File: src/hdl/spi_cfg_pkg.sv
// Word length, clock divider and SPI mode definitions.
`default_nettype none

package spi_cfg_pkg;

    //////////////////////////////////////////////////////////////////////
    // Data word.

    localparam int word_len = 8;                 // Bits per SPI frame.

    typedef logic [word_len-1:0] word_t;         // One transmitted or received word.

    //////////////////////////////////////////////////////////////////////
    // Clock divider.

    // Encoded divider. A value p gives an sck half-period of 2^(p+1) clk cycles,
    // so the slowest setting (7) holds each sck level for 256 cycles.
    typedef logic [2:0] presc_t;

    localparam int presc_cnt_len = 8;            // Counts up to 255 for a 256 cycle half-period.

    typedef logic [presc_cnt_len-1:0] presc_cnt_t;

    //////////////////////////////////////////////////////////////////////
    // SPI mode.

    // The classic mode number is {cpol, cpha}, which is why cpol is the upper field.
    typedef struct packed {
        logic cpol;                              // Idle level of sck.
        logic cpha;                              // 0 samples on the leading edge, 1 on the trailing.
    } spi_mode_t;

endpackage

`default_nettype wire
File: src/hdl/spi_frame_pkg.sv
// Shift engine state type and the edge counter union.
`default_nettype none

package spi_frame_pkg;

    // Idle waits for a buffered word, busy runs one frame.
    typedef enum logic {
        st_idle = 1'b0,
        st_busy = 1'b1
    } engine_state_t;

    // Every bit takes two sck half-periods, one per edge.
    localparam int half_periods_per_frame = 2 * spi_cfg_pkg::word_len;

    // One spare bit above the frame length lets the count run one past the last edge.
    localparam int edge_cnt_len = $clog2(half_periods_per_frame) + 1;
    localparam int bit_num_len  = edge_cnt_len - 1;

    typedef logic [bit_num_len-1:0] bit_num_t;

    localparam bit_num_t last_bit_num = bit_num_t'(spi_cfg_pkg::word_len - 1);

    // The engine counts half-periods in the raw view. It decodes the same word
    // as the bit being shifted and the sck phase within that bit.
    typedef union packed {
        logic [edge_cnt_len-1:0] raw;            // Plain half-period count.
        struct packed {
            bit_num_t bit_num;                   // Bit of the frame in flight.
            logic     phase;                     // 0 before the middle edge of a bit, 1 after.
        } part;
    } edge_count_u;

endpackage

`default_nettype wire

File: src/hdl/spi_word_if.sv
// Word and frame event interface between the buffers and the shift engine.
`timescale 1ns/1ns
`default_nettype none

interface spi_word_if;

    spi_cfg_pkg::word_t tx_word;                 // Word waiting in the transmit buffer.
    logic               tx_pending;              // High while tx_word holds an unsent word.
    logic               tx_taken;                // One-cycle pulse, the engine has copied tx_word.

    spi_cfg_pkg::word_t rx_word;                 // Word assembled by the engine.
    logic               rx_done;                 // One-cycle pulse, rx_word is complete.

    // Transmit buffer. It offers a word and sees when the engine takes it.
    modport tx_side (
        output tx_word,
        output tx_pending,
        input  tx_taken
    );

    // Shift engine. It takes words from one side and hands results to the other.
    modport engine (
        input  tx_word,
        input  tx_pending,
        output tx_taken,
        output rx_word,
        output rx_done
    );

    // Receive buffer. It only listens for finished frames.
    modport rx_side (
        input  rx_word,
        input  rx_done
    );

endinterface

`default_nettype wire

File: src/hdl/spi_master.sv
// SPI master top level joining transmit buffer, shift engine and receive buffer.
`timescale 1ns/1ns
`default_nettype none

module spi_master (
    input  logic                   clk,
    input  logic                   rst,

    // Frame settings, sampled when a frame starts.
    input  spi_cfg_pkg::spi_mode_t mode,
    input  logic                   lsbfirst,
    input  spi_cfg_pkg::presc_t    prescaler,

    // Host side strobes and data.
    input  logic                   wr,
    input  logic                   rd,
    input  logic                   rst_tx_error,
    input  spi_cfg_pkg::word_t     tx_data,
    output logic                   tx_completed,
    output logic                   rx_completed,
    output logic                   tx_error,
    output spi_cfg_pkg::word_t     rx_data,

    // SPI pins.
    output logic                   sck,
    output logic                   mosi,
    input  logic                   miso,
    output logic                   ss
);

    spi_word_if words ();                        // Shared by all three parts.

    //////////////////////////////////////////////////////////////////////
    // Input side.

    spi_tx_buffer spi_tx_buffer_i (
        .clk          (clk),
        .rst          (rst),
        .wr           (wr),
        .tx_data      (tx_data),
        .rst_tx_error (rst_tx_error),
        .tx_completed (tx_completed),
        .tx_error     (tx_error),
        .words        (words.tx_side)
    );

    //////////////////////////////////////////////////////////////////////
    // Processing.

    spi_shift_engine spi_shift_engine_i (
        .clk       (clk),
        .rst       (rst),
        .mode      (mode),
        .lsbfirst  (lsbfirst),
        .prescaler (prescaler),
        .miso      (miso),
        .sck       (sck),
        .mosi      (mosi),
        .ss        (ss),
        .words     (words.engine)
    );

    //////////////////////////////////////////////////////////////////////
    // Output side.

    spi_rx_buffer spi_rx_buffer_i (
        .clk          (clk),
        .rst          (rst),
        .rd           (rd),
        .rx_data      (rx_data),
        .rx_completed (rx_completed),
        .words        (words.rx_side)
    );

endmodule

`default_nettype wire

File: src/hdl/spi_rx_buffer.sv
// Receive buffer holding the last word and its completion flag.
`timescale 1ns/1ns
`default_nettype none

module spi_rx_buffer (
    input  logic               clk,
    input  logic               rst,
    input  logic               rd,               // Acknowledges the held word.
    output spi_cfg_pkg::word_t rx_data,          // Last received word, always visible.
    output logic               rx_completed,     // High from a finished frame until rd.
    spi_word_if.rx_side        words
);

    //////////////////////////////////////////////////////////////////////
    // Completion flag.

    always_ff @(posedge clk or posedge rst) begin
        if (rst) begin
            rx_completed <= 1'b0;
        end else if (words.rx_done) begin
            rx_completed <= 1'b1;                // A fresh word beats a same-cycle read.
        end else if (rd) begin
            rx_completed <= 1'b0;
        end
    end

    // An unread word is overwritten, and rd leaves the word in place.
    always_ff @(posedge clk) begin
        if (words.rx_done) begin
            rx_data <= words.rx_word;
        end
    end

endmodule

`default_nettype wire

File: src/hdl/spi_shift_engine.sv
// SPI shift engine with clock divider, edge counter, shift registers and pin drivers.
`timescale 1ns/1ns
`default_nettype none

module spi_shift_engine (
    input  logic                   clk,
    input  logic                   rst,
    input  spi_cfg_pkg::spi_mode_t mode,
    input  logic                   lsbfirst,     // 1 shifts the least significant bit first.
    input  spi_cfg_pkg::presc_t    prescaler,
    input  logic                   miso,
    output logic                   sck,
    output logic                   mosi,
    output logic                   ss,           // Active low select.
    spi_word_if.engine             words
);

    spi_frame_pkg::engine_state_t state;
    spi_frame_pkg::edge_count_u   edge_cnt;      // Half-periods done in this frame.
    spi_cfg_pkg::presc_cnt_t      presc_cnt;     // Cycles spent in the current half-period.
    spi_cfg_pkg::presc_cnt_t      half_limit;    // Last count of a half-period.

    spi_cfg_pkg::spi_mode_t mode_l;              // Settings frozen for the running frame.
    logic                   lsb_l;
    spi_cfg_pkg::presc_t    presc_l;

    spi_cfg_pkg::word_t tx_shift;                // Bits still to be sent.
    spi_cfg_pkg::word_t rx_shift;                // Bits gathered from miso.

    logic started;                               // Set once the first frame has begun.
    logic mosi_q;                                // Data bit presented while ss is low.
    logic tx_out;                                // Next bit in the latched order.
    logic first_bit;                             // Opening bit of the buffered word.
    logic start;
    logic half_end;
    logic sample_edge;
    logic frame_end;

    //////////////////////////////////////////////////////////////////////
    // Decoding.

    // All ones shifted down leaves 2^(p+1)-1, so a half-period spans 2^(p+1) cycles.
    assign half_limit = {spi_cfg_pkg::presc_cnt_len{1'b1}}
                        >> (spi_cfg_pkg::presc_t'(spi_cfg_pkg::presc_cnt_len - 1) - presc_l);

    assign start       = (state == spi_frame_pkg::st_idle) && words.tx_pending;
    assign half_end    = (state == spi_frame_pkg::st_busy) && (presc_cnt == half_limit);
    assign sample_edge = half_end && (edge_cnt.part.phase == mode_l.cpha); // Sample and shift.
    // The second half of the last bit closes the frame.
    assign frame_end   = (edge_cnt.part.bit_num == spi_frame_pkg::last_bit_num)
                         && edge_cnt.part.phase;

    assign tx_out    = lsb_l ? tx_shift[0] : tx_shift[spi_cfg_pkg::word_len-1];
    assign first_bit = lsbfirst ? words.tx_word[0] : words.tx_word[spi_cfg_pkg::word_len-1];

    //////////////////////////////////////////////////////////////////////
    // Control state.

    always_ff @(posedge clk or posedge rst) begin
        if (rst) begin
            state          <= spi_frame_pkg::st_idle;
            edge_cnt.raw   <= '0;
            presc_cnt      <= '0;
            ss             <= 1'b1;
            mosi_q         <= 1'b1;
            started        <= 1'b0;
            words.tx_taken <= 1'b0;
            words.rx_done  <= 1'b0;
        end else begin
            words.tx_taken <= 1'b0;              // Both events are single pulses.
            words.rx_done  <= 1'b0;
            if (start) begin
                state          <= spi_frame_pkg::st_busy;
                words.tx_taken <= 1'b1;          // Frees the buffer for the next word.
                ss             <= 1'b0;
                started        <= 1'b1;
                presc_cnt      <= '0;
                // With cpha 0 the first bit must be valid before the leading edge.
                mosi_q <= mode.cpha ? 1'b1 : first_bit;
            end else if (half_end) begin
                presc_cnt    <= '0;
                edge_cnt.raw <= edge_cnt.raw + 1'b1; // One sck edge per half-period.
                if (frame_end) begin
                    edge_cnt.raw  <= '0;         // Brings sck back to idle.
                    state         <= spi_frame_pkg::st_idle;
                    words.rx_done <= 1'b1;
                    // A waiting word keeps the slave selected for the next frame.
                    if (!words.tx_pending) begin
                        ss <= 1'b1;
                    end
                end else if (edge_cnt.part.phase != mode_l.cpha) begin
                    mosi_q <= tx_out;            // Launch edge.
                end
            end else if (state == spi_frame_pkg::st_busy) begin
                presc_cnt <= presc_cnt + 1'b1;
            end
        end
    end

    //////////////////////////////////////////////////////////////////////
    // Frame settings and shift registers.

    always_ff @(posedge clk) begin
        if (start) begin
            mode_l   <= mode;
            lsb_l    <= lsbfirst;
            presc_l  <= prescaler;
            tx_shift <= words.tx_word;
        end else if (sample_edge) begin
            // Ones fill in behind the outgoing bits.
            if (lsb_l) begin
                tx_shift <= {1'b1, tx_shift[spi_cfg_pkg::word_len-1:1]};
                rx_shift <= {miso, rx_shift[spi_cfg_pkg::word_len-1:1]};
            end else begin
                tx_shift <= {tx_shift[spi_cfg_pkg::word_len-2:0], 1'b1};
                rx_shift <= {rx_shift[spi_cfg_pkg::word_len-2:0], miso};
            end
        end
    end

    assign words.rx_word = rx_shift;             // Stable while rx_done is high.

    // The phase bit toggles sck, cpol flips it. Before any frame the live cpol rules.
    assign sck  = started ? (edge_cnt.part.phase ^ mode_l.cpol) : mode.cpol;
    assign mosi = ss ? 1'b1 : mosi_q;            // Line rests high when deselected.

    ss_low_while_busy: assert property (
        @(posedge clk) disable iff (rst)
        (state == spi_frame_pkg::st_busy) |-> !ss
    );

    rx_done_single_pulse: assert property (
        @(posedge clk) disable iff (rst)
        words.rx_done |=> !words.rx_done
    );

endmodule

`default_nettype wire

File: src/hdl/spi_tx_buffer.sv
// Transmit buffer with its occupied flag and sticky write error.
`timescale 1ns/1ns
`default_nettype none

module spi_tx_buffer (
    input  logic               clk,
    input  logic               rst,
    input  logic               wr,               // Write strobe for tx_data.
    input  spi_cfg_pkg::word_t tx_data,
    input  logic               rst_tx_error,     // Clears tx_error, wins over a same-cycle wr.
    output logic               tx_completed,     // High while the buffer is free.
    output logic               tx_error,         // Sticky, set by a write to a full buffer.
    spi_word_if.tx_side        words
);

    logic accept;                                // Write lands in an empty buffer.
    logic reject;                                // Write hits a full buffer.

    assign accept = wr && !words.tx_pending;
    assign reject = wr && words.tx_pending;

    assign tx_completed = !words.tx_pending;     // Free exactly when nothing is pending.

    //////////////////////////////////////////////////////////////////////
    // Occupied flag and error flag.

    always_ff @(posedge clk or posedge rst) begin
        if (rst) begin
            words.tx_pending <= 1'b0;
            tx_error         <= 1'b0;
        end else begin
            // A write and a take never meet, since one needs the flag low and
            // the other needs it high.
            if (accept) begin
                words.tx_pending <= 1'b1;
            end else if (words.tx_taken) begin
                words.tx_pending <= 1'b0;        // Engine has its own copy now.
            end

            if (rst_tx_error) begin
                tx_error <= 1'b0;
            end else if (reject) begin
                tx_error <= 1'b1;                // The rejected word is simply dropped.
            end
        end
    end

    // The held word only changes on an accepted write.
    always_ff @(posedge clk) begin
        if (accept) begin
            words.tx_word <= tx_data;
        end
    end

    // The engine may only take a word that the buffer actually offers.
    tx_taken_needs_word: assert property (
        @(posedge clk) disable iff (rst)
        words.tx_taken |-> words.tx_pending
    );

endmodule

`default_nettype wire

File: config.mk
export PLATFORM = sky130hd
export DESIGN_NAME = spi_master
export DESIGN_NICKNAME = d
export VERILOG_FILES = /design/src/hdl/spi_cfg_pkg.sv /design/src/hdl/spi_frame_pkg.sv /design/src/hdl/spi_word_if.sv /design/src/hdl/spi_master.sv /design/src/hdl/spi_rx_buffer.sv /design/src/hdl/spi_shift_engine.sv /design/src/hdl/spi_tx_buffer.sv
export SDC_FILE = /design/constraint.sdc
export NUM_CORES = 1
export LEC_CHECK = 0
export BUFFER_PORTS_ARGS = -buffer_cell sky130_fd_sc_hd__buf_2
export CAP_MARGIN = 10
export CORE_UTILIZATION = 25
export DETAILED_ROUTE_END_ITERATION = 8
export PLACE_DENSITY = 0.43
export REMOVE_ABC_BUFFERS = 1
export SETUP_SLACK_MARGIN = 0.15
export SYNTH_ARGS = -nofsm -noshare
export SYNTH_HDL_FRONTEND = slang
export SYNTH_HIERARCHICAL = 1
export SYNTH_SLANG_ARGS = --single-unit
export TNS_END_PERCENT = 100
File: constraint.sdc
create_clock -name clk -period 5.82 [get_ports clk]
set_input_delay 1.164 -clock clk [delete_from_list [all_inputs] [get_ports clk]]
set_output_delay 1.164 -clock clk [all_outputs]
set_load 0.02 [all_outputs]
=== Yosys cells after proc, flatten, opt, wreduce, memory -nomap -nowiden ===
Cells that the tools add are included.

* Bits in registers: 60
* Input bits: 20
* Output and inout port bits: 14
* Word-level logic and storage cells: 86

* Add/subtract/negate cells: 3
* Equal/unequal tests: 6
* Shift operators: 1
* Multiplexer cells: 34
* Bitwise gates (word level): 3
* Reductions and logical operators: 20

{| class="wikitable"
|+ Operators with widths
! kind !! count
|-
| $mux W8 || 7
|-
| $mux W1 || 26
|-
| $reduce_bool A2 Y1 || 7
|-
| $add A8 B1 Y8 const B || 1
|-
| $eq A8 B8 Y1 || 1
|-
| $shr A8 B3 Y8 const A || 1
|-
| $logic_and A1 B1 Y1 || 6
|-
| $reduce_and A2 Y1 || 3
|-
| $reduce_and A3 Y1 || 2
|-
| $add A5 B1 Y5 const B || 1
|-
| $mux W5 || 1
|-
| $eq A4 B3 Y1 const B || 1
|-
| $ne A2 B1 Y1 const B || 2
|-
| $reduce_bool A3 Y1 || 1
|-
| $sub A3 B3 Y3 const A || 1
|-
| $not A1 Y1 || 2
|-
| $eq A1 B1 Y1 || 1
|-
| $logic_not A1 Y1 || 1
|-
| $ne A1 B1 Y1 || 1
|-
| $xor A1 B1 Y1 || 1
|}

=== Logic depth before layout (Yosys ltp) ===
Gate-level depths: netlist of the first run.

* Depth in word-level cells: 7
* Mapped depth: 8

=== Cells and area by module ===
The synthesis of the first run kept the hierarchy.

{| class="wikitable"
|+ Modules (own cells, without submodules)
! module !! times used !! cells an instance !! area each (um2)
|-
| spi_shift_engine || 1 || 182 || 2,001.9
|-
| spi_tx_buffer || 1 || 16 || 322.8
|-
| spi_rx_buffer || 1 || 12 || 280.3
|}

=== Worst setup path before layout of the first run ===
OpenSTA, ideal clock, no wires.

* Path type: reg2reg
* From: register spi_shift_engine_i.presc_l[2]
* To: register spi_shift_engine_i.tx_shift[0] (enable)
* Arrival time: 2.397 ns
* Required time: 5.436 ns
* Setup slack: 3.039 ns
* Cell stages (with the launch flop): 7
* Path buffers: 2
* Cells stage by stage: edfxtp_1 buf_6 a2111o_1 a32o_1 or4_4 buf_6 o21ai_0

* Cells in the longest elaborated chain, start to end: 6

{| class="wikitable"
|+ Ends and longest elaborated chain
! element !! line !! RTL
|-
| from (decl) || spi_shift_engine.sv:25 || <nowiki>spi_cfg_pkg::presc_t presc_l;</nowiki>
|-
| from (signal assigned) || spi_shift_engine.sv:107 || <nowiki>presc_l <= prescaler;</nowiki>
|-
| $sub A3 B3 Y3 || spi_shift_engine.sv:44 || <nowiki>>> (spi_cfg_pkg::presc_t'(spi_cfg_pkg::presc_cnt_len - 1) - presc_l);</nowiki>
|-
| $shr A8 B3 Y8 || spi_shift_engine.sv:43 || <nowiki>assign half_limit = {spi_cfg_pkg::presc_cnt_len{1'b1}}</nowiki>
|-
| $eq A8 B8 Y1 || spi_shift_engine.sv:47 || <nowiki>assign half_end = (state == spi_frame_pkg::st_busy) && (presc_cnt == half_limit);</nowiki>
|-
| $logic_and A1 B1 Y1 || spi_shift_engine.sv:47 ||
|-
| $logic_and A1 B1 Y1 || spi_shift_engine.sv:48 || <nowiki>assign sample_edge = half_end && (edge_cnt.part.phase == mode_l.cpha);</nowiki>
|-
| $reduce_bool A2 Y1 (no line) || - ||
|-
| to (signal assigned) || spi_shift_engine.sv:108 || <nowiki>tx_shift <= words.tx_word;</nowiki>
|-
| to (signal assigned) || spi_shift_engine.sv:112 || <nowiki>tx_shift <= {1'b1, tx_shift[spi_cfg_pkg::word_len-1:1]};</nowiki>
|-
| to (signal assigned) || spi_shift_engine.sv:115 || <nowiki>tx_shift <= {tx_shift[spi_cfg_pkg::word_len-2:0], 1'b1};</nowiki>
|-
| to (decl) || spi_shift_engine.sv:27 || <nowiki>spi_cfg_pkg::word_t tx_shift;</nowiki>
|}

Every way passes these cells.
A chain may end at the register's enable or synchronous reset.

=== Worst setup path in the final report of the first run ===
Same ends and word-level chain as after synthesis.

==> flow_metrics.py, run 1 <==
metrics = {
    "detailed_routing": {
        "detail_route.iter0.violations": 53,
        "postRouteAntennaNets": 0,
        "routedWlPerCell_um": 12.8,
        "first_pass_iters": 4,
        "drc": 0,
        "num_vias": 1631,
        "drt-total-wl_mm": 4.92,
        "vias_per_cell": 4.24,
    },
    "placement": {
        "pre_cts_ws_ps": 2660,
        "placedCellCount": 369,
        "port_buffers": 33,
        "place_congestion": 0.745,
        "post-dp-hpwl_mm": 3.37,
        "placed_cell_area_um2": 2900,
    },
    "sta": {
        "rsz0062_at_grt": "no",
        "hold_viol_final": 0,
        "fin_setup_tns_ps": 0,
        "clock_skew_ps": 8.66,
        "period_needed_ps": 3100,
        "setup_viol": 0,
        "drv_slew": 0,
        "max_slew_margin_pct": 24.0,
        "worst_pin_slew_ps": 1130,
        "max_freq_mhz": 323,
        "setup_ws_ps": 2720,
        "period_share_pct": 53.2,
    },
    "worst_setup_path": {
        "rr_startpoint": "spi_shift_engine_i/presc_l[2]$_DFFE_PP_",
        "crit_path_max_fanout": 9,
        "worst_setup_path_end_kind": "flop",
        "crit_required_ps": 5760,
        "criticalPathCategory": "flop to flop",
        "crit_start": "spi_shift_engine_i/presc_l[2]$_DFFE_PP_",
        "cp.arrival_ps": 3040,
        "crit_path_start_kind": "flop",
    },
    "yosys": {
        "yosys-top-cells-count": "edfxtp_1 (38), nand2_1 (26), dfrtp_1 (20), o21ai_0 (20), nor2_1 (13)",
        "ys_warn_count": 6,
        "ys_types": 44,
        "synth_edf_count": 38,
        "async_flop_share_pct": 36.7,
        "postSynthAreaPerCell_um2": 12.4,
        "yosys.area.top_type_share_pct": 43.8,
        "ys_dominant_reg_cell": "edfxtp_1",
        "syn_inst": 210,
        "synth-seq-area-share_pct": 65.0,
        "yosys.area.top_type": "edfxtp_1",
        "synthMostInstantiatedCell": "edfxtp_1",
        "ys_seq_elements": 60,
        "synth_area_um2": 2600,
        "synthTopCellsByArea": "edfxtp_1 (44%), dfrtp_1 (19%), o21ai_0 (3.8%), nand2_1 (3.7%), mux2_2 (3.5%)",
    },
    "clocking": {
        "clock_path_buffers": 2,
        "cts-buffers-inserted": 9,
        "clockRootBuffer": "clkbuf_8",
        "clk_latency_ps": 330,
        "cts_sinks": 60,
        "cts_max_level": 3,
        "cts.clk_slew.worst_paths_ps": 70,
        "cts_tree": "yes",
        "cts_hold_buf": 0,
        "cts_setup_buffers": 0,
        "ctsResizeCount": 0,
    },
    "global_route": {
        "grt_pass1_wl_mm": 8.20,
        "grt_max_degree": 26,
        "grt_overflow": 0,
        "grt_pass1_vias": 1595,
        "gr-usage-all-layers_pct": 9.98,
        "antenna_found_initial": 0,
    },
    "status": {
        "status": "completed",
    },
    "power_and_ir_drop": {
        "p_leak_uw": 0.00118,
        "irDropWorstVdd_uv": 112,
        "power_density_nw_per_um2": 273,
    },
    "finish": {
        "fin_util_pct": 31.0,
        "nNetsFinal": 269,
        "instances_no_fill": 385,
        "area_delta_synth_final_pct": 18.5,
        "drive_gt1_share_pct": 26.2,
        "fin_area_um2": 3090,
        "n_fill_cell": 1019,
        "n_antenna_cell": 0,
    },
    "floorplan": {
        "die_w_um": 104,
        "rows": 36,
        "core_area_um2": 9950,
        "start_util_pct": 26.2,
        "io_pins": 34,
        "die_area_um2": 10800,
        "die_h_um": 104,
    },
    "min_path": {
        "hold_path.class": "flop to flop",
        "hp-start": "spi_shift_engine_i/words.tx_taken$_DFF_PP0_",
    },
    "job": {
        "drv_cap": 0,
    },
}
## placed cells by master, fill, tap and decap left out, types with 2 or more instances in the layout
master,n
nor3_1,2
ha_1,2
dfrtp_1,20
inv_2,2
xnor2_1,8
nand4_1,2
buf_2,33
clkinv_2,2
nand3_1,4
clkinv_4,2
o311ai_0,2
o21ai_0,20
edfxtp_1,38
dfstp_2,2
inv_1,11
nor2_1,13
nand2_1,26
mux2_2,8
xor2_1,2
mux2i_1,7
clkbuf_8,9
a21oi_1,10
or2_2,2
## metrics by stage
step                      hold WS [ps]  total power (µW)
after floorplan                    395               474
after global placement             437               487
after detailed placement           417               487
after CTS                          437               860
after global routing               466               881
final                              425               842
## power by group
group	switching (µW)	total (µW)	internal (µW)
clock network	167	364	198
registers	3.13	458	455
logic	11.4	19.1	7.61
total	181	842	660
## critical path, stage by stage (launching register included)
cell and delay (ps):
edfxtp_1 520, a2111o_1 420, a32o_1 250, or4_4 600, o21ai_0 920
## layout make-up
class / instances / area [µm²] / area share (%)
timing repair buffer: 33 / 165 / 5.35
multi-input combinational: 129 / 817 / 26.5
inverter: 14 / 52.6 / 1.70
clock inverter: 6 / 65.1 / 2.11
sequential: 60 / 1690 / 54.9
tap: 133 / 166 / 5.39
clock buffer: 10 / 128 / 4.13
## metal layers
layer  share of wire, %  up-vias  track usage, %
li1                   -      828               -
met1                 48      756            12.5
met2                 47       43            15.2
met4                1.2        0            4.59
met3                3.9        4            3.70
met5                  0        -               0
## worst paths after layout
path	to	slack (ps)	cells past startpoint
max	spi_shift_engine_i/tx_shift[0]$_DFFE_PP_	2720	4
max in group asynchronous	spi_shift_engine_i/presc_cnt[6]$_DFFE_PP0P_	4330	2
max reg2reg	spi_shift_engine_i/tx_shift[0]$_DFFE_PP_	2720	4
min in group asynchronous	spi_rx_buffer_i/rx_completed$_DFFE_PP0P_	680	2
min reg2reg	spi_tx_buffer_i/words.tx_pending$_DFFE_PP0P_	430	1
min	spi_tx_buffer_i/words.tx_pending$_DFFE_PP0P_	430	1
## cell families after synthesis
logic type / Yosys count / share of synthesized area [%]
AOI/OAI and AO/OA: 42 / 9.70
xor gates and xnor gates: 10 / 3.36
adders and majority gates: 2 / 0.960
buffers and inverters: 21 / 3.60
DFF: 60 / 65.0
muxes: 16 / 6.58
and+or+nand+nor: 59 / 10.8
## state kept, by name, indices dropped and copies added (netlist names)
signal and cells:
spi_shift_engine_i/words.tx_taken 1, spi_shift_engine_i/edge_cnt 5, spi_shift_engine_i/words.rx_word 8, spi_rx_buffer_i/rx_data 8, spi_tx_buffer_i/tx_error 1, spi_shift_engine_i/words.rx_done 1, spi_shift_engine_i/lsb_l 1, spi_shift_engine_i/presc_l 3
spi_shift_engine_i/ss 1, spi_shift_engine_i/mosi_q 1, spi_tx_buffer_i/words.tx_word 8, spi_shift_engine_i/presc_cnt 8, spi_shift_engine_i/state 1, spi_shift_engine_i/mode_l 2, spi_rx_buffer_i/rx_completed 1, spi_shift_engine_i/tx_shift 8
spi_shift_engine_i/started 1, spi_tx_buffer_i/words.tx_pending 1
Power figures use the tool's default switching activity.
==> run 2: changes to the inputs <==
Settings changed: ABC_AREA set to 1, PLACE_DENSITY 0.43 to 0.44.
Clock period 5.82 ns to 2.6 ns, I/O delays scaled along.
==> flow_metrics.py, run 2 <==
metrics = {
    "power_and_ir_drop": {
        "p_leak_uw": 0.00140,
        "irDropWorstVdd_uv": 251,
        "power_density_nw_per_um2": 602,
    },
    "sta": {
        "max_slew_margin_pct": 50.4,
        "period_needed_ps": 1940,
        "max_freq_mhz": 516,
        "setup_viol": 0,
        "rsz0062_at_grt": "no",
        "hold_viol_final": 0,
        "drv_slew": 0,
        "clock_skew_ps": 8.28,
        "period_share_pct": 74.6,
        "worst_pin_slew_ps": 743,
        "fin_setup_tns_ps": 0,
    },
    "finish": {
        "area_delta_synth_final_pct": 20.0,
        "fin_area_um2": 3230,
        "drive_gt1_share_pct": 22.5,
        "final_common_cell": "nand2_1",
        "layout_common_cells": "nand2_1 (75), edfxtp_1 (38), buf_2 (33)",
        "n_antenna_cell": 0,
        "nNetsFinal": 337,
    },
    "global_route": {
        "gr-usage-all-layers_pct": 11.2,
        "grt_pass1_wl_mm": 9.56,
        "grt_pass1_vias": 1973,
        "grt_overflow": 0,
        "grt_max_degree": 20,
        "antenna_found_initial": 0,
    },
    "yosys": {
        "ys_warn_count": 6,
        "ys_seq_elements": 60,
        "yosys.area.top_type": "edfxtp_1",
        "synthMostInstantiatedCell": "nand2_1",
        "synthTopCellsByArea": "edfxtp_1 (42%), dfrtp_1 (19%), nand2_1 (10%), inv_1 (3.8%), nand3_1 (3.0%)",
        "postSynthAreaPerCell_um2": 9.80,
        "syn_inst": 275,
        "synth_area_um2": 2700,
        "synth-seq-area-share_pct": 62.9,
        "ys_dominant_reg_cell": "edfxtp_1",
        "ys_types": 29,
        "yosys-top-cells-count": "nand2_1 (75), edfxtp_1 (38), inv_1 (27)",
        "synth_edf_count": 38,
        "async_flop_share_pct": 36.7,
        "yosys.area.top_type_share_pct": 42.3,
    },
    "clocking": {
        "cts_sinks": 60,
        "clockRootBuffer": "clkbuf_8",
        "clk_latency_ps": 330,
        "cts_hold_buf": 0,
        "clock_path_buffers": 2,
        "cts_max_level": 3,
        "ctsResizeCount": 0,
        "cts_setup_buffers": 0,
        "cts-buffers-inserted": 9,
        "cts.clk_slew.worst_paths_ps": 70,
        "cts_tree": "yes",
    },
    "placement": {
        "post-dp-hpwl_mm": 3.72,
        "port_buffers": 33,
        "place_congestion": 0.760,
        "placed_cell_area_um2": 3030,
    },
    "min_path": {
        "hold_path.class": "input port to asynchronous set/reset pin",
    },
    "worst_setup_path": {
        "crit_top_cell": "nand2_1",
        "crit_path_start_kind": "flop",
        "cp.arrival_ps": 1980,
        "worst_setup_path_end_kind": "flop",
        "crit_start": "spi_shift_engine_i/presc_l[2]$_DFFE_PP_",
        "rr_startpoint": "spi_shift_engine_i/presc_l[2]$_DFFE_PP_",
        "cpPeakStageDelay_ps": 540,
        "critPathSlowestCell": "edfxtp_1",
        "crit_path_max_fanout": 10,
        "cp_cell_sequence": "nor2_2 -> nand2_1 -> nand2_1 -> nand2_1 -> nor2_1 -> nand2_1 -> nor2_4 -> nand2_4 -> o21ai_1 -> buf_4",
        "crit_required_ps": 2640,
        "criticalPathCategory": "flop to flop",
    },
    "floorplan": {
        "rows": 37,
        "die_area_um2": 11200,
        "io_pins": 34,
        "start_util_pct": 26.0,
        "die_w_um": 106,
        "die_h_um": 106,
        "core_area_um2": 10400,
    },
    "detailed_routing": {
        "first_pass_iters": 4,
        "drc": 0,
        "routedWlPerCell_um": 12.0,
        "detail_route.iter0.violations": 62,
        "postRouteAntennaNets": 0,
        "vias_per_cell": 4.23,
        "drt-total-wl_mm": 5.46,
        "num_vias": 1931,
    },
    "status": {
        "status": "completed",
    },
    "job": {
        "drv_cap": 0,
    },
}
==> run 2: stage by stage <==
step	hold slack (ps)	std cells	power, µW	util, %	setup WS (ps)
2_1_floorplan	249	267	1060	-	393
3_3_place_gp	394	440	1090	29.2	706
3_5_place_dp	396	440	1090	29.2	666
4_1_cts	25.4	456	1980	31.2	641
5_1_grt	16.7	456	2030	31.2	439
6_report	39.7	456	1950	31.2	660
==> run 2: path summary, 6_finish.rpt <==
path / to / slack [ps] / depth (start not counted)
min in group clk: spi_tx_buffer_i/tx_error$_DFFE_PP0P_ / 330 / 2
worst min register to register: spi_tx_buffer_i/words.tx_pending$_DFFE_PP0P_ / 420 / 1
worst min-delay path: spi_rx_buffer_i/rx_completed$_DFFE_PP0P_ / 40 / 2
worst max-delay path: spi_shift_engine_i/tx_shift[6]$_DFFE_PP_ / 660 / 10
max in group asynchronous: spi_shift_engine_i/presc_cnt[6]$_DFFE_PP0P_ / 1790 / 2
worst max register to register: spi_shift_engine_i/tx_shift[6]$_DFFE_PP_ / 660 / 10
==> run 2: layout make-up <==
type	count	area (µm²)
Inverter	34	129
Tap cell	136	170
Fill cell	1085	7140
Sequential cell	60	1690
Clock inverter	6	71.3
Timing Repair Buffer	37	195
Clock buffer	10	138
Multi-Input combinational cell	173	837
==> run 2: per-layer routing <==
| layer | global-route usage, % | share of wire (%) |
|---|---|---|
| met5 | 0 | 0 |
| met2 | 17.5 | 44 |
| met4 | 4.46 | 1.4 |
| met1 | 14.5 | 51 |
| met3 | 3.22 | 3.5 |
==> run 2: worst max-delay path, delay by kind of cell, from the launching register on <==
kind	cells	cell delay [ps]
and+or+nand+nor	8	780
DFF	1	540
buffers and inverters	1	190
AOI/OAI and AO/OA	1	140
==> run 2: cell families (layout without fill, tap and decap cells) <==
group / Yosys count / count (layout) / synth area share, %
AND/OR/NAND/NOR: 125 / 125 / 19.9
flip-flops: 60 / 60 / 62.9
buffers and inverters: 42 / 87 / 6.08
AO/OA/AOI/OAI: 37 / 37 / 7.34
XOR/XNOR: 9 / 9 / 2.92
adder cells (fa/ha/maj): 2 / 2 / 0.928
==> run 2: where the power goes <==
part / internal (µW) / switching (µW)
logic: 16.0 / 25.3
clock network: 477 / 407
registers: 1020 / 4.40
